## src/logic/tx_pkg.sv

```systemverilog
`default_nettype none

package tx_pkg;

    typedef logic [7:0]  byte_t;
    typedef logic [63:0] word_t;
    typedef logic [15:0] frame_len_t;
    typedef logic [15:0] ipg_t;
    typedef logic [31:0] crc_t;
    typedef logic [19:0] desc_t;

    typedef enum logic [2:0] {
        TX_IDLE,
        TX_SEND_PAUSE,
        TX_SEND_ZERO,
        TX_SEND_DATA,
        TX_SEND_FCS,
        TX_WAIT_IPG
    } tx_state_t;

    // descriptor word: last, no fcs, byte length
    localparam int DESC_LAST_BIT   = 17;
    localparam int DESC_NO_FCS_BIT = 16;
    localparam int DESC_LEN_MSB    = 15;

    localparam byte_t PREAMBLE_BYTE = 8'h55;
    localparam byte_t SFD_BYTE      = 8'hD5;

    // positions counted from the first preamble byte
    localparam frame_len_t PREAMBLE_LEN    = 16'd8;
    localparam frame_len_t PAUSE_FIELD_END = 16'd26;
    localparam frame_len_t PAUSE_LAST_POS  = 16'd59;
    localparam frame_len_t FCS_LEN         = 16'd4;

    localparam int BYTES_PER_WORD = 8;
    localparam int FRAME_Q_DEPTH  = 8;

    // reserved mac control multicast
    localparam logic [47:0] PAUSE_DEST = 48'h0180_C200_0001;

    localparam crc_t CRC_POLY = 32'hEDB8_8320;

endpackage

`default_nettype wire
```

## src/logic/frame_q_if.sv

```systemverilog
`timescale 1ns/100ps
`default_nettype none

interface frame_q_if;

    logic               push;
    tx_pkg::frame_len_t push_len;
    logic               push_no_fcs;
    logic               full;

    logic               pop;
    tx_pkg::frame_len_t head_len;
    logic               head_no_fcs;
    logic               not_empty;

    modport producer (
        output push, push_len, push_no_fcs,
        input  full
    );

    modport buffer (
        input  push, push_len, push_no_fcs, pop,
        output full, head_len, head_no_fcs, not_empty
    );

    modport consumer (
        output pop,
        input  head_len, head_no_fcs, not_empty
    );

endinterface

`default_nettype wire

```

## src/logic/gmii_tx.sv

```systemverilog
`timescale 1ns/100ps
`default_nettype none

module gmii_tx (
    input  logic          tx_clk,
    input  logic          rst_n,
    input  logic          ether_en,

    output tx_pkg::byte_t gmii_txd,
    output logic          gmii_tx_en,

    input  logic          tx_stop,
    output logic          tx_mac_stop,
    input  logic          tfc_pause,
    input  logic          pause_send,
    output logic          pause_mac_send,
    input  logic          pause_send_zero,
    output logic          pause_mac_send_zero,
    input  logic          crcfwd,
    input  logic [31:0]   palr,
    input  logic [31:0]   paur,
    input  logic [31:0]   opd,
    input  tx_pkg::ipg_t  tipg,

    // first-word-fall-through payload fifo
    output logic          data_pop,
    input  tx_pkg::word_t data_rdata,

    // descriptor fifo
    output logic          desc_pop,
    input  logic [5:0]    desc_cnt,
    input  tx_pkg::desc_t desc_rdata
);

    frame_q_if frame_q ();

    descriptor_accumulator accum_i (
        .tx_clk     (tx_clk),
        .rst_n      (rst_n),
        .ether_en   (ether_en),
        .desc_cnt   (desc_cnt),
        .desc_rdata (desc_rdata),
        .desc_pop   (desc_pop),
        .q          (frame_q.producer)
    );

    frame_queue queue_i (
        .tx_clk   (tx_clk),
        .rst_n    (rst_n),
        .ether_en (ether_en),
        .q        (frame_q.buffer)
    );

    gmii_tx_engine engine_i (
        .tx_clk              (tx_clk),
        .rst_n               (rst_n),
        .ether_en            (ether_en),
        .tx_stop             (tx_stop),
        .pause_send          (pause_send),
        .tfc_pause           (tfc_pause),
        .pause_send_zero     (pause_send_zero),
        .crcfwd              (crcfwd),
        .palr                (palr),
        .paur                (paur),
        .opd                 (opd),
        .tipg                (tipg),
        .data_rdata          (data_rdata),
        .data_pop            (data_pop),
        .gmii_txd            (gmii_txd),
        .gmii_tx_en          (gmii_tx_en),
        .tx_mac_stop         (tx_mac_stop),
        .pause_mac_send      (pause_mac_send),
        .pause_mac_send_zero (pause_mac_send_zero),
        .q                   (frame_q.consumer)
    );

endmodule

`default_nettype wire

```

## src/logic/gmii_tx_engine.sv

```systemverilog
`timescale 1ns/100ps
`default_nettype none

module gmii_tx_engine (
    input  logic          tx_clk,
    input  logic          rst_n,
    input  logic          ether_en,
    input  logic          tx_stop,
    input  logic          pause_send,
    input  logic          tfc_pause,
    input  logic          pause_send_zero,
    input  logic          crcfwd,
    input  logic [31:0]   palr,
    input  logic [31:0]   paur,
    input  logic [31:0]   opd,
    input  tx_pkg::ipg_t  tipg,
    input  tx_pkg::word_t data_rdata,
    output logic          data_pop,
    output tx_pkg::byte_t gmii_txd,
    output logic          gmii_tx_en,
    output logic          tx_mac_stop,
    output logic          pause_mac_send,
    output logic          pause_mac_send_zero,
    frame_q_if.consumer   q
);

    tx_pkg::tx_state_t  state;
    tx_pkg::frame_len_t pos;
    logic [$clog2(tx_pkg::BYTES_PER_WORD)-1:0] byte_idx;

    logic          crc_en;
    logic          crc_flush;
    tx_pkg::crc_t  crc_next;
    tx_pkg::crc_t  crc_val;
    tx_pkg::crc_t  fcs_shift;

    tx_pkg::byte_t preamble_byte;
    tx_pkg::byte_t data_byte;
    tx_pkg::byte_t pause_byte;
    logic [143:0]  pause_field;
    logic [143:0]  pause_shift;
    logic [4:0]    field_off;
    logic          no_fcs;

    eth_crc32 crc_i (
        .tx_clk   (tx_clk),
        .rst_n    (rst_n),
        .flush    (crc_flush),
        .data_en  (crc_en),
        .data_in  (gmii_txd),
        .crc_next (crc_next),
        .crc      (crc_val)
    );

    // crc preset held while idle, bytes fed back from the wire register
    assign crc_flush = (state == tx_pkg::TX_IDLE);

    assign preamble_byte = (pos == tx_pkg::PREAMBLE_LEN - 1'b1) ? tx_pkg::SFD_BYTE
                                                                 : tx_pkg::PREAMBLE_BYTE;

    assign data_byte = data_rdata[{byte_idx, 3'b000} +: 8];

    // zero variant clears the low half of opd
    assign pause_field = {tx_pkg::PAUSE_DEST, palr, paur,
                          (state == tx_pkg::TX_SEND_ZERO) ? {opd[31:16], 16'h0000} : opd};
    assign field_off   = 5'(pos - tx_pkg::PREAMBLE_LEN);
    assign pause_shift = pause_field << {field_off, 3'b000};
    assign pause_byte  = (pos < tx_pkg::PAUSE_FIELD_END) ? pause_shift[143:136] : 8'h00;

    assign fcs_shift = crc_val << {pos[1:0], 3'b000};

    assign no_fcs = crcfwd || q.head_no_fcs;

    assign q.pop = (state == tx_pkg::TX_SEND_DATA) && (pos == q.head_len);

    assign tx_mac_stop = (state == tx_pkg::TX_IDLE);
    assign pause_mac_send = (state == tx_pkg::TX_SEND_PAUSE) &&
                            (pos == tx_pkg::PAUSE_LAST_POS);
    assign pause_mac_send_zero = (state == tx_pkg::TX_SEND_ZERO) &&
                                 (pos == tx_pkg::PAUSE_LAST_POS);

    always_ff @(posedge tx_clk or negedge rst_n) begin
        if (!rst_n) begin
            state      <= tx_pkg::TX_IDLE;
            pos        <= '0;
            byte_idx   <= '0;
            gmii_txd   <= '0;
            gmii_tx_en <= 1'b0;
            data_pop   <= 1'b0;
            crc_en     <= 1'b0;
        end else if (!ether_en) begin
            state      <= tx_pkg::TX_IDLE;
            pos        <= '0;
            byte_idx   <= '0;
            gmii_txd   <= '0;
            gmii_tx_en <= 1'b0;
            data_pop   <= 1'b0;
            crc_en     <= 1'b0;
        end else begin
            data_pop <= 1'b0;
            case (state)
                tx_pkg::TX_IDLE: begin
                    gmii_tx_en <= 1'b0;
                    crc_en     <= 1'b0;
                    pos        <= '0;
                    byte_idx   <= '0;
                    if (pause_send || tfc_pause) begin
                        state <= tx_pkg::TX_SEND_PAUSE;
                    end else if (pause_send_zero) begin
                        state <= tx_pkg::TX_SEND_ZERO;
                    end else if (q.not_empty && !tx_stop) begin
                        state <= tx_pkg::TX_SEND_DATA;
                    end
                end
                tx_pkg::TX_SEND_PAUSE, tx_pkg::TX_SEND_ZERO: begin
                    gmii_tx_en <= 1'b1;
                    if (pos < tx_pkg::PREAMBLE_LEN) begin
                        gmii_txd <= preamble_byte;
                        crc_en   <= 1'b0;
                        pos      <= pos + 1'b1;
                    end else begin
                        gmii_txd <= pause_byte;
                        crc_en   <= 1'b1;
                        if (pos == tx_pkg::PAUSE_LAST_POS) begin
                            pos   <= '0;
                            state <= tx_pkg::TX_SEND_FCS;
                        end else begin
                            pos <= pos + 1'b1;
                        end
                    end
                end
                tx_pkg::TX_SEND_DATA: begin
                    gmii_tx_en <= 1'b1;
                    if (pos < tx_pkg::PREAMBLE_LEN) begin
                        gmii_txd <= preamble_byte;
                        crc_en   <= 1'b0;
                        pos      <= pos + 1'b1;
                    end else if (pos == q.head_len) begin
                        // release a partly used last word
                        data_pop <= (byte_idx != '0) &&
                                    (byte_idx != tx_pkg::BYTES_PER_WORD - 1);
                        byte_idx <= '0;
                        crc_en   <= 1'b0;
                        pos      <= 16'd1;
                        if (no_fcs) begin
                            gmii_txd   <= '0;
                            gmii_tx_en <= 1'b0;
                            state      <= tx_pkg::TX_WAIT_IPG;
                        end else begin
                            // first fcs byte leaves right away
                            gmii_txd <= crc_next[31:24];
                            state    <= tx_pkg::TX_SEND_FCS;
                        end
                    end else begin
                        gmii_txd <= data_byte;
                        crc_en   <= 1'b1;
                        data_pop <= (byte_idx == tx_pkg::BYTES_PER_WORD - 2);
                        byte_idx <= byte_idx + 1'b1;
                        pos      <= pos + 1'b1;
                    end
                end
                tx_pkg::TX_SEND_FCS: begin
                    gmii_tx_en <= 1'b1;
                    crc_en     <= 1'b0;
                    if (pos == '0) begin
                        gmii_txd <= crc_next[31:24];
                    end else begin
                        gmii_txd <= fcs_shift[31:24];
                    end
                    if (pos == tx_pkg::FCS_LEN - 1'b1) begin
                        pos   <= 16'd1;
                        state <= tx_pkg::TX_WAIT_IPG;
                    end else begin
                        pos <= pos + 1'b1;
                    end
                end
                tx_pkg::TX_WAIT_IPG: begin
                    gmii_tx_en <= 1'b0;
                    gmii_txd   <= '0;
                    crc_en     <= 1'b0;
                    if (pos >= tipg) begin
                        pos   <= '0;
                        state <= tx_pkg::TX_IDLE;
                    end else begin
                        pos <= pos + 1'b1;
                    end
                end
                default: begin
                    state <= tx_pkg::TX_IDLE;
                end
            endcase
        end
    end

endmodule

`default_nettype wire

```

## src/logic/eth_crc32.sv

```systemverilog
`timescale 1ns/100ps
`default_nettype none

module eth_crc32 (
    input  logic         tx_clk,
    input  logic         rst_n,
    input  logic         flush,
    input  logic         data_en,
    input  tx_pkg::byte_t data_in,
    output tx_pkg::crc_t crc_next,
    output tx_pkg::crc_t crc
);

    tx_pkg::crc_t crc_r;
    tx_pkg::crc_t crc_upd;
    tx_pkg::crc_t crc_sel;

    // lsb first, one byte per call
    function automatic tx_pkg::crc_t crc_byte(tx_pkg::crc_t c, tx_pkg::byte_t d);
        tx_pkg::crc_t r;
        r = c ^ {24'h0, d};
        for (int i = 0; i < 8; i++) begin
            r = r[0] ? ((r >> 1) ^ tx_pkg::CRC_POLY) : (r >> 1);
        end
        return r;
    endfunction

    // complement, first wire byte in bits 31:24
    function automatic tx_pkg::crc_t fcs_order(tx_pkg::crc_t c);
        tx_pkg::crc_t n;
        n = ~c;
        return {n[7:0], n[15:8], n[23:16], n[31:24]};
    endfunction

    assign crc_upd = crc_byte(crc_r, data_in);
    assign crc_sel = data_en ? crc_upd : crc_r;

    assign crc_next = fcs_order(crc_sel);
    assign crc      = fcs_order(crc_r);

    always_ff @(posedge tx_clk or negedge rst_n) begin
        if (!rst_n) begin
            crc_r <= '1;
        end else if (flush) begin
            crc_r <= '1;
        end else if (data_en) begin
            crc_r <= crc_upd;
        end
    end

endmodule

`default_nettype wire

```

## src/logic/frame_queue.sv

```systemverilog
`timescale 1ns/100ps
`default_nettype none

module frame_queue (
    input  logic      tx_clk,
    input  logic      rst_n,
    input  logic      ether_en,
    frame_q_if.buffer q
);

    localparam int PTR_W = $clog2(tx_pkg::FRAME_Q_DEPTH);

    tx_pkg::frame_len_t len_mem [tx_pkg::FRAME_Q_DEPTH];
    logic               no_fcs_mem [tx_pkg::FRAME_Q_DEPTH];

    logic [PTR_W-1:0] wr_ptr;
    logic [PTR_W-1:0] rd_ptr;
    logic [PTR_W:0]   count;
    logic             do_push;
    logic             do_pop;

    assign do_push = q.push && !q.full;
    assign do_pop  = q.pop && q.not_empty;

    assign q.full      = (count == tx_pkg::FRAME_Q_DEPTH);
    assign q.not_empty = (count != '0);
    assign q.head_len    = len_mem[rd_ptr];
    assign q.head_no_fcs = no_fcs_mem[rd_ptr];

    always_ff @(posedge tx_clk) begin
        if (do_push) begin
            len_mem[wr_ptr]    <= q.push_len;
            no_fcs_mem[wr_ptr] <= q.push_no_fcs;
        end
    end

    always_ff @(posedge tx_clk or negedge rst_n) begin
        if (!rst_n) begin
            wr_ptr <= '0;
            rd_ptr <= '0;
            count  <= '0;
        end else if (!ether_en) begin
            // flush drops every queued frame
            wr_ptr <= '0;
            rd_ptr <= '0;
            count  <= '0;
        end else begin
            if (do_push) begin
                wr_ptr <= wr_ptr + 1'b1;
            end
            if (do_pop) begin
                rd_ptr <= rd_ptr + 1'b1;
            end
            case ({do_push, do_pop})
                2'b10:   count <= count + 1'b1;
                2'b01:   count <= count - 1'b1;
                default: count <= count;
            endcase
        end
    end

endmodule

`default_nettype wire

```

## src/logic/descriptor_accumulator.sv

```systemverilog
`timescale 1ns/100ps
`default_nettype none

module descriptor_accumulator (
    input  logic          tx_clk,
    input  logic          rst_n,
    input  logic          ether_en,
    input  logic [5:0]    desc_cnt,
    input  tx_pkg::desc_t desc_rdata,
    output logic          desc_pop,
    frame_q_if.producer   q
);

    tx_pkg::frame_len_t len_sum;
    tx_pkg::frame_len_t desc_len;
    logic               desc_last;

    assign desc_len  = desc_rdata[tx_pkg::DESC_LEN_MSB:0];
    assign desc_last = desc_rdata[tx_pkg::DESC_LAST_BIT];

    // a full queue stalls the descriptor fifo
    assign desc_pop = ether_en && (desc_cnt != 6'd0) && !q.full;

    // entry goes out in the same cycle as the last descriptor
    assign q.push        = desc_pop && desc_last;
    assign q.push_len    = len_sum + desc_len;
    assign q.push_no_fcs = desc_rdata[tx_pkg::DESC_NO_FCS_BIT];

    always_ff @(posedge tx_clk or negedge rst_n) begin
        if (!rst_n) begin
            len_sum <= tx_pkg::PREAMBLE_LEN;
        end else if (!ether_en) begin
            len_sum <= tx_pkg::PREAMBLE_LEN;
        end else if (desc_pop) begin
            if (desc_last) begin
                len_sum <= tx_pkg::PREAMBLE_LEN;
            end else begin
                len_sum <= len_sum + desc_len;
            end
        end
    end

endmodule

`default_nettype wire

```

## config.mk

```make
export PLATFORM = sky130hd
export DESIGN_NAME = gmii_tx
export DESIGN_NICKNAME = d
export VERILOG_FILES = /design/src/logic/tx_pkg.sv /design/src/logic/frame_q_if.sv /design/src/logic/gmii_tx.sv /design/src/logic/gmii_tx_engine.sv /design/src/logic/eth_crc32.sv /design/src/logic/frame_queue.sv /design/src/logic/descriptor_accumulator.sv
export SDC_FILE = /design/constraint.sdc
export NUM_CORES = 1
export LEC_CHECK = 0
export BUFFER_PORTS_ARGS = -buffer_cell sky130_fd_sc_hd__buf_2
export CAP_MARGIN = 20
export CORE_MARGIN = 2
export CORE_UTILIZATION = 57
export CTS_CLUSTER_DIAMETER = 150
export CTS_CLUSTER_SIZE = 30
export DETAILED_ROUTE_END_ITERATION = 10
export PLACE_DENSITY = 0.81
export SLEW_MARGIN = 20
export SYNTH_ARGS = -nofsm -noshare
export SYNTH_HDL_FRONTEND = slang
export SYNTH_SLANG_ARGS = --single-unit
```

## constraint.sdc

```tcl
create_clock -name tx_clk -period 6.06 [get_ports tx_clk]
set_clock_uncertainty 0.2 [all_clocks]
set_input_delay 1.515 -clock tx_clk [delete_from_list [all_inputs] [get_ports tx_clk]]
set_output_delay 1.515 -clock tx_clk [all_outputs]
set_load 0.005 [all_outputs]
```

* Word level (Yosys, flattened, before mapping)
Memories as Yosys holds them, arrays and structs flattened. Cells that the tools add are included.
Cells by class: add/sub/neg operators 8, magnitude comparators 3, equal/unequal tests 30, shift operators 3, mux-type cells 69, bitwise gates (word level) 11, reduce and logical (&&, ||, !) cells 25
Operators by type and width (number):
- $mux W32 | 10
- $mux W16 | 11
- $shl A137 B8 Y144 | 1
- $not A13 Y14 | 8
- $pmux W16 S5 | 1
- $mux W8 | 8
- $shiftx A64 B7 Y8 | 1
- $mux W3 | 17
- $not A32 Y32 | 1
- $pmux W8 S4 | 1
- $shl A32 B5 Y32 | 1
- $xor A32 B8 Y32 | 1
- $add A16 B1 Y16 const B | 1
- $add A16 B16 Y16 | 1
- $eq A16 B16 Y1 | 1
- $eq A16 B2 Y1 const B | 1
- $eq A16 B3 Y1 const B | 1
- $eq A16 B6 Y1 const B | 1
- $ge A16 B16 Y1 | 1
- $logic_not A16 Y1 | 1
- $lt A16 B4 Y1 const B | 1
- $lt A16 B5 Y1 const B | 1
- $mux W1 | 15
- $pmux W3 S5 | 1
- 35 further kinds | 62
Word-level totals: register bits after elaboration 91, memory bits (writable) 136, bits of input ports 210, output and inout bits 14, logic and storage cells 163, memories kept 2
Memory list:
- queue_i.len_mem | depth 8, bits a word 16, read ports 1, clocked after memory_dff 0, wr ports 1, RTL line frame_queue.sv:13 | tx_pkg::frame_len_t len_mem [tx_pkg::FRAME_Q_DEPTH];
- queue_i.no_fcs_mem | depth 8, bits a word 1, read ports 1, clocked after memory_dff 0, wr ports 1, RTL line frame_queue.sv:14 | logic no_fcs_mem [tx_pkg::FRAME_Q_DEPTH];

* Longest topological paths before layout
Gate-level depths: netlist (run 1).
depth after elaboration 24, mapped depth 16, depth with buffers taken out 13

* Hierarchy
From an unflattened synthesis (run 1), not the netlist that was laid out.
Unflattened totals: cells, all modules 1130, area, all modules 14428.8 um2
Modules (own cells, without submodules):
- frame_queue | times used 1, cells an instance 279, area each 5795.6 um2, sequential area each 4334.2 um2
- gmii_tx_engine | times used 1, cells an instance 486, area each 4553.1 um2, sequential area each 825.8 um2
- eth_crc32 | times used 1, cells an instance 223, area each 2735.1 um2, sequential area each 840.8 um2
- descriptor_accumulator | times used 1, cells an instance 142, area each 1345.0 um2, sequential area each 401.6 um2

* Worst setup path after synthesis (run 1)
OpenSTA, ideal clock, no wires.
kind reg-to-reg, start point reg engine_i.pos[0], end point reg engine_i.pos[10], library setup time 0.066 ns, data arrival time 4.545 ns, data required time 5.794 ns, slack 1.249 ns, cell stages (with the launch flop) 17, path buffers 5, period minus slack after synthesis 4.811 ns, cells stage by stage dfrtp_1 clkbuf_1 buf_1 clkbuf_1 buf_1 inv_1 ha_1 nand2b_1 a211oi_1 o31ai_1 a41oi_1 nand4_1 a211oi_1 o21bai_1 nand2_1 clkbuf_1 a22o_1
Between the ends: cells in the longest elaborated chain, start to end 5, elaborated cells between the ends (all ways) 14, those cells by class 1 x add/sub; 2 x order compare; 3 x eq/ne; 8 x mux
Ends and longest elaborated chain:
- start, declared | RTL line gmii_tx_engine.sv:28 | tx_pkg::frame_len_t pos;
- start signal, assigned | RTL line gmii_tx_engine.sv:120 | pos <= pos + 1'b1;
- start signal, assigned | RTL line gmii_tx_engine.sv:128 | pos <= pos + 1'b1;
- start signal, assigned | RTL line gmii_tx_engine.sv:137 | pos <= pos + 1'b1;
- $add A16 B1 Y16, or another cell as far along
- $mux W16, on equally long branches | RTL line gmii_tx_engine.sv:138, gmii_tx_engine.sv:124
- $mux W16, on equally long branches | RTL line gmii_tx_engine.sv:134, gmii_tx_engine.sv:117
- $pmux W16 S5 * | RTL line gmii_tx_engine.sv:101 | case (state)
- $mux W16 * | RTL line gmii_tx_engine.sv:91 | end else if (!ether_en) begin
Every way passes the cells marked *; elsewhere a longest branch is shown, timed or not. A chain may end at the register's enable or synchronous reset.

* Worst setup path after layout (run 1)
start point in desc_rdata[1], end point mem queue_i.len_mem[3][15] (netlist bit), data pin
Between the ends: cells in the longest elaborated chain, start to end 1
Ends and longest elaborated chain:
- start, declared | RTL line gmii_tx.sv:32 | input tx_pkg::desc_t desc_rdata
- $add A16 B16 Y16 | RTL line descriptor_accumulator.sv:26 | assign q.push_len = len_sum + desc_len;
- via accum_i.q.push_len[15] | RTL line frame_q_if.sv:17 | output push, push_len, push_no_fcs,
- end, declared | RTL line frame_queue.sv:13
The timed path passes the listed nets, and every way through them passes these cells.

==> flow_metrics.py, run 1 <==
metrics = {
    "power_and_ir_drop": {
        "power_mw": 4.12,
        "power_leakage_nw": 5.74,
        "ir_drop_mv": 0.195,
        "powerDensity_nw_per_um2": 276,
    },
    "worst_setup_path": {
        "worst_setup_path_start_kind": "input pin",
        "worstPathMaxFanout": 8,
        "critPathKind": "in2reg",
        "cp.arrival_ps": 4770,
        "slowest_stage": "a2111oi_0",
        "reg2reg_slack_ps": 1360,
        "regToRegStartpoint": "queue_i.rd_ptr[0]$_DFFE_PN0P_",
        "r2r_cells": 13,
        "path_common_cell": "a21o_1",
        "end_kind": "register",
        "slowest_delay_ps": 590,
        "cp.required_ps": 6040,
        "r2r_end": "queue_i.count[3]$_DFFE_PN0P_",
        "crit_chain": "buf_2 > ha_1 > a21o_1 > a21o_1 > a2111oi_0 > o31ai_1 > o41ai_1 > o21ai_0 > a21oi_1 > o21bai_1 > xnor2_1",
    },
    "detailed_routing": {
        "wl_per_cell_um": 21.8,
        "routed_wirelength_mm": 34.2,
        "viasPerCell": 6.26,
        "route.detailed.drc": 0,
        "dr.pass1.iters": 6,
        "via_count": 9802,
        "antenna_left": 0,
        "drt_iter0_drc": 681,
    },
    "global_routing": {
        "grt_max_degree": 61,
        "gr-total-overflow": 0,
        "grt_pass1_wl_mm": 52.8,
        "track_usage_pct": 28.0,
        "antenna_found_initial": 4,
        "grt_pass1_vias": 9727,
    },
    "sta": {
        "tns_ps": 0,
        "min_period_ps": 4800,
        "clock.fmax_ghz": 0.208,
        "relSlewSlack_pct": 23.7,
        "drv_slew": 0,
        "hold_violations": 0,
        "grt_setup_unrepaired": "false",
        "setup_viol": 0,
        "min_period_over_period_pct": 79.2,
        "worst_pin_slew_ps": 1140,
    },
    "cts": {
        "cts_tree": "yes",
        "cts_buffers": 11,
        "cts-resized-gates": 0,
        "ctsRootBufferMaster": "clkbuf_16",
        "cts_buffer_depth": 3,
        "cts.clk_slew.worst_paths_ps": 110,
        "clock-sinks": 227,
        "htree_levels": 1,
        "cts_setup_buffers": 0,
        "clock_latency_ps": 480,
        "ctsHoldBuffers": 0,
    },
    "min_path": {
        "min_to": "accum_i.len_sum[12]$_DFFE_PN0P_",
        "whs_path_depth": 1,
        "min-delay-start": "accum_i.len_sum[12]$_DFFE_PN0P_",
        "hold_path.class": "reg2reg",
    },
    "floorplan": {
        "die_area_um2": 24400,
        "io_pins": 224,
        "core-area_um2": 22600,
        "die_width_um": 156,
        "start_util_pct": 58.2,
        "placementRows": 55,
        "die_height_um": 156,
    },
    "placement": {
        "routabilityCongestion": 0.891,
        "placed_cells": 1548,
        "place_hpwl_mm": 24.5,
        "io_buffers": 221,
    },
    "layout": {
        "layout_commonest_cell": "buf_2",
        "fillers": 1670,
        "layout_common_cells": "buf_2, edfxtp_1, nand2_1",
        "nets": 1529,
        "drive_gt1_share_pct": 29.3,
        "areaGrowthSynthToFinish_pct": 13.2,
        "fin_cells": 1567,
    },
    "yosys": {
        "synth_cell_types": 67,
        "yosys-top-cells-area": "edfxtp_1, mux4_2, dfrtp_1",
        "synth_edf_count": 136,
        "ys_seq_area_share_pct": 48.6,
        "synth_top_area_cell": "edfxtp_1",
        "ys_seq_elements": 227,
        "synth_top_area_share_pct": 31.0,
        "synth_cells": 1076,
        "synth_nets": 1329,
        "synthArstFlopShare_pct": 40.1,
        "synth_area_um2": 13200,
        "post_synth.cell_area_avg_um2": 12.3,
        "synthFlopType": "edfxtp_1",
        "ys_warn_count": 0,
    },
    "job": {
        "cap_violations": 0,
    },
    "outcome": {
        "status": "finished clean",
    },
}
cell type report:
type	instances	area (um^2)	area share [%]
antenna	2	5.00	0.0335
inverter	33	124	0.830
sequential	227	6400	42.9
tap	285	357	2.39
clock buffer	16	294	1.97
clock inverter	1	16.3	0.109
multi-input combinational	761	6450	43.2
timing repair buffer	242	1280	8.55
critical path, delay by kind of cell:
family                     cells  cell delay [ps]
AOI/OAI and AO/OA              8             2320
xor gates and xnor gates       1              530
adders and majority gates      1              280
buffers and inverters          1              120
state kept, by name, indices dropped and copies added (netlist names):
name and count:
engine_i.gmii_txd 8, engine_i.state 3, engine_i.gmii_tx_en 1, queue_i.count 4
queue_i.no_fcs_mem 8, accum_i.len_sum 16, engine_i.byte_idx 3, queue_i.len_mem 128
queue_i.rd_ptr 3, engine_i.data_pop 1, engine_i.crc_en 1, queue_i.wr_ptr 3
engine_i.pos 16, engine_i.crc_i.crc_r 32
where the power goes:
group          internal (mW)  total (mW)  switching [mW]
sequential              1.81        1.90          0.0909
combinational          0.575        1.40           0.823
clock                  0.348       0.828           0.480
cells in the mapped netlist (2+ instances only):
library cell / n
clkbuf_1: 40
or3_1: 2
nor2b_1: 23
o22ai_1: 7
xor2_1: 26
inv_1: 33
dfstp_2: 33
mux2i_1: 57
and2_1: 7
o221ai_1: 2
o21bai_1: 3
mux2_2: 3
buf_1: 9
edfxtp_1: 136
a21oi_1: 43
o21ai_0: 56
nand2b_1: 5
xnor2_1: 83
a41oi_1: 2
nor4_1: 9
and3_1: 15
o211ai_1: 4
a22oi_1: 2
nand4_1: 4
a211oi_1: 6
a221oi_1: 2
nor2_1: 52
ha_1: 42
a2111oi_0: 2
o31ai_1: 19
nand2_1: 108
mux4_2: 76
dfrtp_1: 58
buf_6: 4
a31oi_1: 5
nand3_1: 19
o21a_1: 2
a22o_1: 28
a21o_1: 7
nor3_1: 15
cell families (layout without fill, tap and decap cells):
group	count (synthesis)	in the layout	synth area share, %
other	0	2	0
multiplexers	136	136	17.6
XOR/XNOR	109	109	7.24
AO/OA/AOI/OAI	206	206	10.3
adder cells (fa/ha/maj)	43	43	4.14
AND/OR/NAND/NOR	267	267	9.41
flip-flops	227	227	48.6
buffers and inverters	88	292	2.77
how the worst max path moves through the flow:
stage                                              from                                to
after detailed placement                  desc_rdata[1]  queue_i.len_mem[0][15]$_DFFE_PP_
after floorplan             engine_i.pos[0]$_DFFE_PN0P_      engine_i.pos[10]$_DFFE_PN0P_
final                                     desc_rdata[1]  queue_i.len_mem[3][15]$_DFFE_PP_
after global routing      queue_i.rd_ptr[0]$_DFFE_PN0P_      queue_i.count[3]$_DFFE_PN0P_
after global placement                    desc_rdata[1]  queue_i.len_mem[4][15]$_DFFE_PP_
after CTS                 queue_i.rd_ptr[0]$_DFFE_PN0P_      queue_i.count[3]$_DFFE_PN0P_
per-layer routing:
layer | global-route usage, % | share of wire (%) | vias up
met4 | 11.4 | 4.1 | 4
met1 | 36.5 | 39 | 4777
li1 | - | - | 4439
met5 | 0 | 0.079 | -
met3 | 5.69 | 9.0 | 91
met2 | 46.2 | 48 | 491
through the flow:
step	utilization (%)	hold slack [ps]	instance area, um^2	setup WS [ps]
2_1_floorplan	-	278	13200	1250
3_3_place_gp	64.5	294	14600	1070
3_5_place_dp	64.5	296	14600	920
4_1_cts	65.9	330	14900	1290
5_1_grt	65.9	349	14900	1000
6_report	65.9	326	14900	1260
Note: power is estimated with default switching activity, not from simulation.
==> inputs of run 2 (changes only) <==
--- a/config.mk
+++ b/config.mk
@@ -8,11 +8,11 @@
 export BUFFER_PORTS_ARGS = -buffer_cell sky130_fd_sc_hd__buf_2
 export CAP_MARGIN = 20
 export CORE_MARGIN = 2
-export CORE_UTILIZATION = 57
+export CORE_UTILIZATION = 52
 export CTS_CLUSTER_DIAMETER = 150
 export CTS_CLUSTER_SIZE = 30
 export DETAILED_ROUTE_END_ITERATION = 10
-export PLACE_DENSITY = 0.81
+export PLACE_DENSITY = 0.78
 export SLEW_MARGIN = 20
 export SYNTH_ARGS = -nofsm -noshare
 export SYNTH_HDL_FRONTEND = slang
==> constraint.sdc (replaced) <==
create_clock -name tx_clk -period 4 [get_ports tx_clk]
set_clock_uncertainty 0.2 [all_clocks]
set_input_delay 1 -clock tx_clk [delete_from_list [all_inputs] [get_ports tx_clk]]
set_output_delay 1 -clock tx_clk [all_outputs]
set_load 0.005 [all_outputs]
==> flow_metrics.py, run 2 (synthesis gave the netlist of run 1 again) <==
metrics = {
    "sta": {
        "clock.fmax_ghz": 0.259,
        "min_period_over_period_pct": 96.5,
        "drv_slew": 0,
        "layout_setup_ws_ps": 141,
        "min_period_ps": 3860,
        "worst_pin_slew_ps": 1060,
        "tns_ps": 0,
        "setup_viol": 0,
        "hold_violations": 0,
        "relSlewSlack_pct": 29.6,
    },
    "cts": {
        "cts_buffers": 11,
        "cts_buffer_depth": 3,
        "clock_latency_ps": 470,
        "clock-sinks": 227,
        "htree_levels": 1,
        "cts_tree": "yes",
        "ctsRootBufferMaster": "clkbuf_16",
        "cts.clk_slew.worst_paths_ps": 120,
    },
    "worst_setup_path": {
        "critPathKind": "reg2out",
        "r2r_end": "queue_i.count[3]$_DFFE_PN0P_",
        "r2r_cells": 14,
        "reg2reg_slack_ps": 160,
        "cp.required_ps": 2800,
        "worst_setup_path_start_kind": "register",
        "regToRegStartpoint": "queue_i.rd_ptr[0]$_DFFE_PN0P_",
        "end_kind": "output pin",
        "worstPathMaxFanout": 14,
        "cp.arrival_ps": 2660,
    },
    "job": {
        "cap_violations": 0,
    },
    "detailed_routing": {
        "routed_wirelength_mm": 34.0,
        "antenna_left": 0,
        "drt_iter0_drc": 799,
        "dr.pass1.iters": 5,
        "viasPerCell": 6.02,
        "route.detailed.drc": 0,
        "wl_per_cell_um": 20.6,
        "via_count": 9926,
    },
    "power_and_ir_drop": {
        "powerDensity_nw_per_um2": 413,
        "power_leakage_nw": 5.96,
        "ir_drop_mv": 0.276,
    },
    "global_routing": {
        "gr-total-overflow": 0,
        "antenna_found_initial": 0,
        "grt_pass1_wl_mm": 51.7,
        "grt_pass1_vias": 9680,
        "grt_max_degree": 37,
        "track_usage_pct": 25.0,
    },
    "layout": {
        "seq_area_um2": 6410,
        "top_regs": "queue_i.len_mem (128), engine_i.crc_i.crc_r (32)",
        "largest_register_ffs": 128,
        "areaGrowthSynthToFinish_pct": 16.2,
        "regMostFlops": "queue_i.len_mem",
        "layout_common_cells": "buf_2, edfxtp_1, nand2_1",
        "diodes": 0,
        "final_util_pct": 61.2,
        "fillers": 1942,
        "layout_commonest_cell": "buf_2",
        "multi_input_area_um2": 6470,
        "drive_gt1_share_pct": 31.8,
        "nets": 1568,
    },
    "min_path": {
        "hold_path.class": "in2async",
    },
    "placement": {
        "dp_slack_ps": -485,
        "io_buffers": 221,
        "routabilityCongestion": 0.844,
        "place_hpwl_mm": 24.4,
    },
    "floorplan": {
        "die_width_um": 163,
        "die_area_um2": 26600,
        "core-area_um2": 25000,
        "placementRows": 58,
        "start_util_pct": 52.7,
        "io_pins": 224,
        "die_height_um": 163,
    },
    "outcome": {
        "status": "finished clean",
    },
}
run 2: repair_timing:
| action | in CTS | in global routing |
|---|---|---|
| pin swaps | 0 | 1 |
| endpoints found under the setup margin | 9 | 5 |
| hold buffers | 0 | 0 |
| resized for setup | 2 | 6 |
| buffers inserted | 0 | 1 |
run 2: final cells by class:
cell class	instances	share of cell area, %
Inverter	33	0.809
Clock buffer	16	1.92
Timing Repair Buffer	281	10.4
Multi-Input combinational cell	761	42.2
Clock inverter	1	0.106
Sequential cell	227	41.8
Tap cell	330	2.70
run 2: through the flow:
stage	hold WS, ps	cell area, um^2	instances	total power, mW
3_3_place_gp	293	15000	1631	5.04
6_report	285	15300	1649	6.33
3_5_place_dp	300	15000	1631	5.09
5_1_grt	305	15300	1649	6.64
4_1_cts	289	15300	1648	6.33
2_1_floorplan	278	13200	1076	4.41
run 2: worst max path at each step:
stage / from / endpoint / depth (start not counted)
3_3_place_gp: desc_rdata[1] / queue_i.len_mem[4][15]$_DFFE_PP_ / 12
2_1_floorplan: desc_cnt[3] / queue_i.count[3]$_DFFE_PN0P_ / 10
3_5_place_dp: desc_rdata[1] / queue_i.len_mem[4][15]$_DFFE_PP_ / 12
6_report: engine_i.pos[0]$_DFFE_PN0P_ / pause_mac_send / 7
5_1_grt: queue_i.rd_ptr[0]$_DFFE_PN0P_ / queue_i.count[3]$_DFFE_PN0P_ / 14
4_1_cts: engine_i.pos[0]$_DFFE_PN0P_ / pause_mac_send / 7
run 2: where the power goes:
part / total, mW / switching (mW) / internal [mW]
clock network: 1.24 / 0.714 / 0.527
logic: 2.22 / 1.26 / 0.958
registers: 2.87 / 0.134 / 2.74
run 2: worst max-delay path: stages, from the launching register on:
cell	delay, ps
dfrtp_4	630
ha_1	330
nor2b_1	300
nand3_1	150
nor2_1	230
nand2_1	110
nor2_1	240
buf_2	180
run 2: metal layers:
| metal | wire (um) | share of wire [%] | up-vias | track usage (%) |
|---|---|---|---|---|
| met5 | 0 | 0 | - | 0 |
| met4 | 1170 | 3.4 | 0 | 9.13 |
| met3 | 2680 | 7.9 | 63 | 3.73 |
| met2 | 16500 | 49 | 444 | 42.1 |
| met1 | 13600 | 40 | 4902 | 33.0 |
| li1 | - | - | 4517 | - |
==> inputs of run 3 (changes only) <==
--- a/config.mk
+++ b/config.mk
@@ -5,14 +5,16 @@
 export SDC_FILE = /design/constraint.sdc
 export NUM_CORES = 1
 export LEC_CHECK = 0
+export ABC_AREA = 1
 export BUFFER_PORTS_ARGS = -buffer_cell sky130_fd_sc_hd__buf_2
 export CAP_MARGIN = 20
+export CORE_ASPECT_RATIO = 1.4
 export CORE_MARGIN = 2
 export CORE_UTILIZATION = 52
 export CTS_CLUSTER_DIAMETER = 150
 export CTS_CLUSTER_SIZE = 30
 export DETAILED_ROUTE_END_ITERATION = 10
-export PLACE_DENSITY = 0.78
+export PLACE_DENSITY = 0.77
 export SLEW_MARGIN = 20
 export SYNTH_ARGS = -nofsm -noshare
 export SYNTH_HDL_FRONTEND = slang
==> flow_metrics.py, run 3 <==
metrics = {
    "min_path": {
        "hold_path.class": "reg2reg",
        "min-delay-start": "accum_i.len_sum[3]$_DFFE_PN1P_",
        "whs_path_depth": 2,
    },
    "worst_setup_path": {
        "crit_chain": "inv_1 > nand4_1 > nor2_1 > nand4_1 > nor2_1 > buf_2",
        "reg2reg_slack_ps": 590,
        "critPathLaunch": "engine_i.pos[8]$_DFFE_PN0P_",
        "end_kind": "output pin",
        "critPathKind": "reg2out",
        "slowest_delay_ps": 460,
        "regToRegStartpoint": "queue_i.rd_ptr[1]$_DFFE_PN0P_",
        "cp.required_ps": 2800,
        "worstPathMaxFanout": 7,
        "slowest_stage": "dfrtp_1",
        "r2r_end": "queue_i.count[3]$_DFFE_PN0P_",
        "cp.arrival_ps": 2400,
        "r2r_cells": 20,
        "crit_path_end": "pause_mac_send_zero",
        "worst_setup_path_start_kind": "register",
    },
    "yosys": {
        "synth_area_um2": 14100,
        "ys_seq_area_share_pct": 45.3,
        "ys_warn_count": 0,
        "synth_cell_types": 44,
        "synth_nets": 2044,
        "yosys-top-cells-count": "nand2_1, inv_1, nor2_1",
        "synth_top_area_cell": "edfxtp_1",
        "synth_edf_count": 136,
        "post_synth.cell_area_avg_um2": 7.90,
        "synth_cells": 1791,
        "synth_top_area_share_pct": 28.9,
        "yosysMostFrequentCell": "nand2_1",
        "yosys-top-cells-area": "edfxtp_1, nand2_1, dfrtp_1",
        "synthArstFlopShare_pct": 40.1,
        "synthFlopType": "edfxtp_1",
        "ys_seq_elements": 227,
    },
    "detailed_routing": {
        "via_count": 13200,
        "dr.pass1.iters": 8,
        "wl_per_cell_um": 17.3,
        "route.detailed.drc": 0,
        "antenna_left": 0,
        "routed_wirelength_mm": 40.7,
        "drt_iter0_drc": 954,
        "viasPerCell": 5.61,
    },
    "sta": {
        "relSlewSlack_pct": 40.6,
        "clock.fmax_ghz": 0.278,
        "hold_violations": 0,
        "tns_ps": 0,
        "drv_slew": 0,
        "min_period_ps": 3600,
        "grt_setup_unrepaired": "false",
        "min_period_over_period_pct": 90.0,
        "worst_pin_slew_ps": 892,
        "setup_viol": 0,
        "layout_setup_ws_ps": 401,
    },
    "floorplan": {
        "io_pins": 224,
        "die_width_um": 143,
        "start_util_pct": 52.7,
        "die_height_um": 199,
        "core-area_um2": 26800,
        "placementRows": 71,
        "die_area_um2": 28600,
    },
    "power_and_ir_drop": {
        "power_frac_clock_pct": 19.3,
        "intPower_mw": 4.05,
        "switching_share_pct": 38.3,
        "ir_drop_mv": 0.302,
        "powerDensity_nw_per_um2": 411,
        "power.switching_mw": 2.51,
        "combPwrFrac_pct": 36.7,
        "power_leakage_nw": 7.42,
        "seq_power_share_pct": 44.0,
    },
    "cts": {
        "ctsHoldBuffers": 0,
        "cts.clk_slew.worst_paths_ps": 120,
        "clock-sinks": 227,
        "ctsRootBufferMaster": "clkbuf_16",
        "clock_latency_ps": 490,
        "cts_tree": "yes",
        "cts-resized-gates": 0,
        "htree_levels": 1,
        "cts_buffer_depth": 3,
        "cts_setup_buffers": 0,
        "cts_buffers": 11,
    },
    "job": {
        "cap_violations": 0,
    },
    "layout": {
        "top_regs": "queue_i.len_mem (128), engine_i.crc_i.crc_r (32)",
        "drive_gt1_share_pct": 16.3,
        "layout_commonest_cell": "nand2_1",
        "areaGrowthSynthToFinish_pct": 12.9,
        "regMostFlops": "queue_i.len_mem",
        "largest_register_ffs": 128,
        "layout_common_cells": "nand2_1, buf_2, inv_1",
        "nets": 2241,
        "diodes": 0,
        "fillers": 2370,
        "final_util_pct": 59.5,
    },
    "global_routing": {
        "track_usage_pct": 27.9,
        "grt_max_degree": 65,
        "grt_pass1_vias": 12400,
        "gr-total-overflow": 0,
        "antenna_found_initial": 0,
        "grt_pass1_wl_mm": 63.0,
    },
    "placement": {
        "routabilityCongestion": 0.937,
        "io_buffers": 221,
        "place_hpwl_mm": 29.5,
        "dp_slack_ps": 332,
    },
    "outcome": {
        "status": "finished clean",
    },
}
==> run 3: how the worst min path moves through the flow <==
stage,endpoint,slack (ps)
after floorplan,accum_i.len_sum[12]$_DFFE_PN0P_,260
after global placement,accum_i.len_sum[9]$_DFFE_PN0P_,280
after detailed placement,accum_i.len_sum[8]$_DFFE_PN0P_,290
after CTS,accum_i.len_sum[8]$_DFFE_PN0P_,310
after global routing,accum_i.len_sum[8]$_DFFE_PN0P_,330
final,accum_i.len_sum[3]$_DFFE_PN1P_,310
==> run 3: cell families (layout without fill, tap and decap cells) <==
| logic type | after synthesis | after routing | synth area share (%) |
|---|---|---|---|
| AOI/OAI and AO/OA | 360 | 360 | 15.0 |
| xor gates and xnor gates | 74 | 74 | 4.69 |
| adders and majority gates | 43 | 43 | 3.86 |
| buffers and inverters | 278 | 479 | 7.92 |
| DFF | 227 | 227 | 45.3 |
| and+or+nand+nor | 809 | 809 | 23.3 |
==> run 3: critical path, delay by kind of cell, from the launching register on <==
| kind | cells | cell delay [ps] |
|---|---|---|
| buf+inv | 2 | 330 |
| flops | 1 | 460 |
| simple gates | 4 | 1120 |
==> run 3: power by group through the flow <==
stage	clock network (mW)	logic (mW)	registers, mW
global placement	0	2.30	2.93
global route	1.35	2.67	2.90
detailed placement	0	2.36	2.93
floorplan	0	1.64	2.87
CTS	1.27	2.37	2.89
finish	1.26	2.41	2.89
==> run 3: final cells by class <==
| class | instances | area, um^2 | share of cell area (%) |
|---|---|---|---|
| Inverter | 202 | 758 | 4.75 |
| Timing Repair Buffer | 260 | 1410 | 8.86 |
| Clock inverter | 1 | 16.3 | 0.102 |
| Sequential cell | 227 | 6400 | 40.1 |
| Clock buffer | 16 | 294 | 1.84 |
| Tap cell | 365 | 457 | 2.86 |
| Multi-Input combinational cell | 1286 | 6620 | 41.5 |
==> run 3: metal layers <==
metal / part of all wire [%] / wire length [um] / global-route usage, % / vias to the layer above
met1: 39 / 15800 / 33.7 / 6202
met4: 5.3 / 2160 / 14.1 / 0
met2: 50 / 20400 / 49.2 / 514
li1: - / - / - / 6384
met3: 5.7 / 2330 / 2.83 / 130
met5: 0 / 0 / 0 / -
==> run 3: metrics by stage <==
step / total power, mW / cells / hold slack [ps] / instance area [um^2]
final: 6.56 / 2357 / 313 / 16000
after global routing: 6.92 / 2357 / 326 / 16000
after CTS: 6.53 / 2357 / 312 / 16000
after detailed placement: 5.30 / 2340 / 289 / 15700
after global placement: 5.23 / 2340 / 279 / 15700
after floorplan: 4.51 / 1791 / 257 / 14100
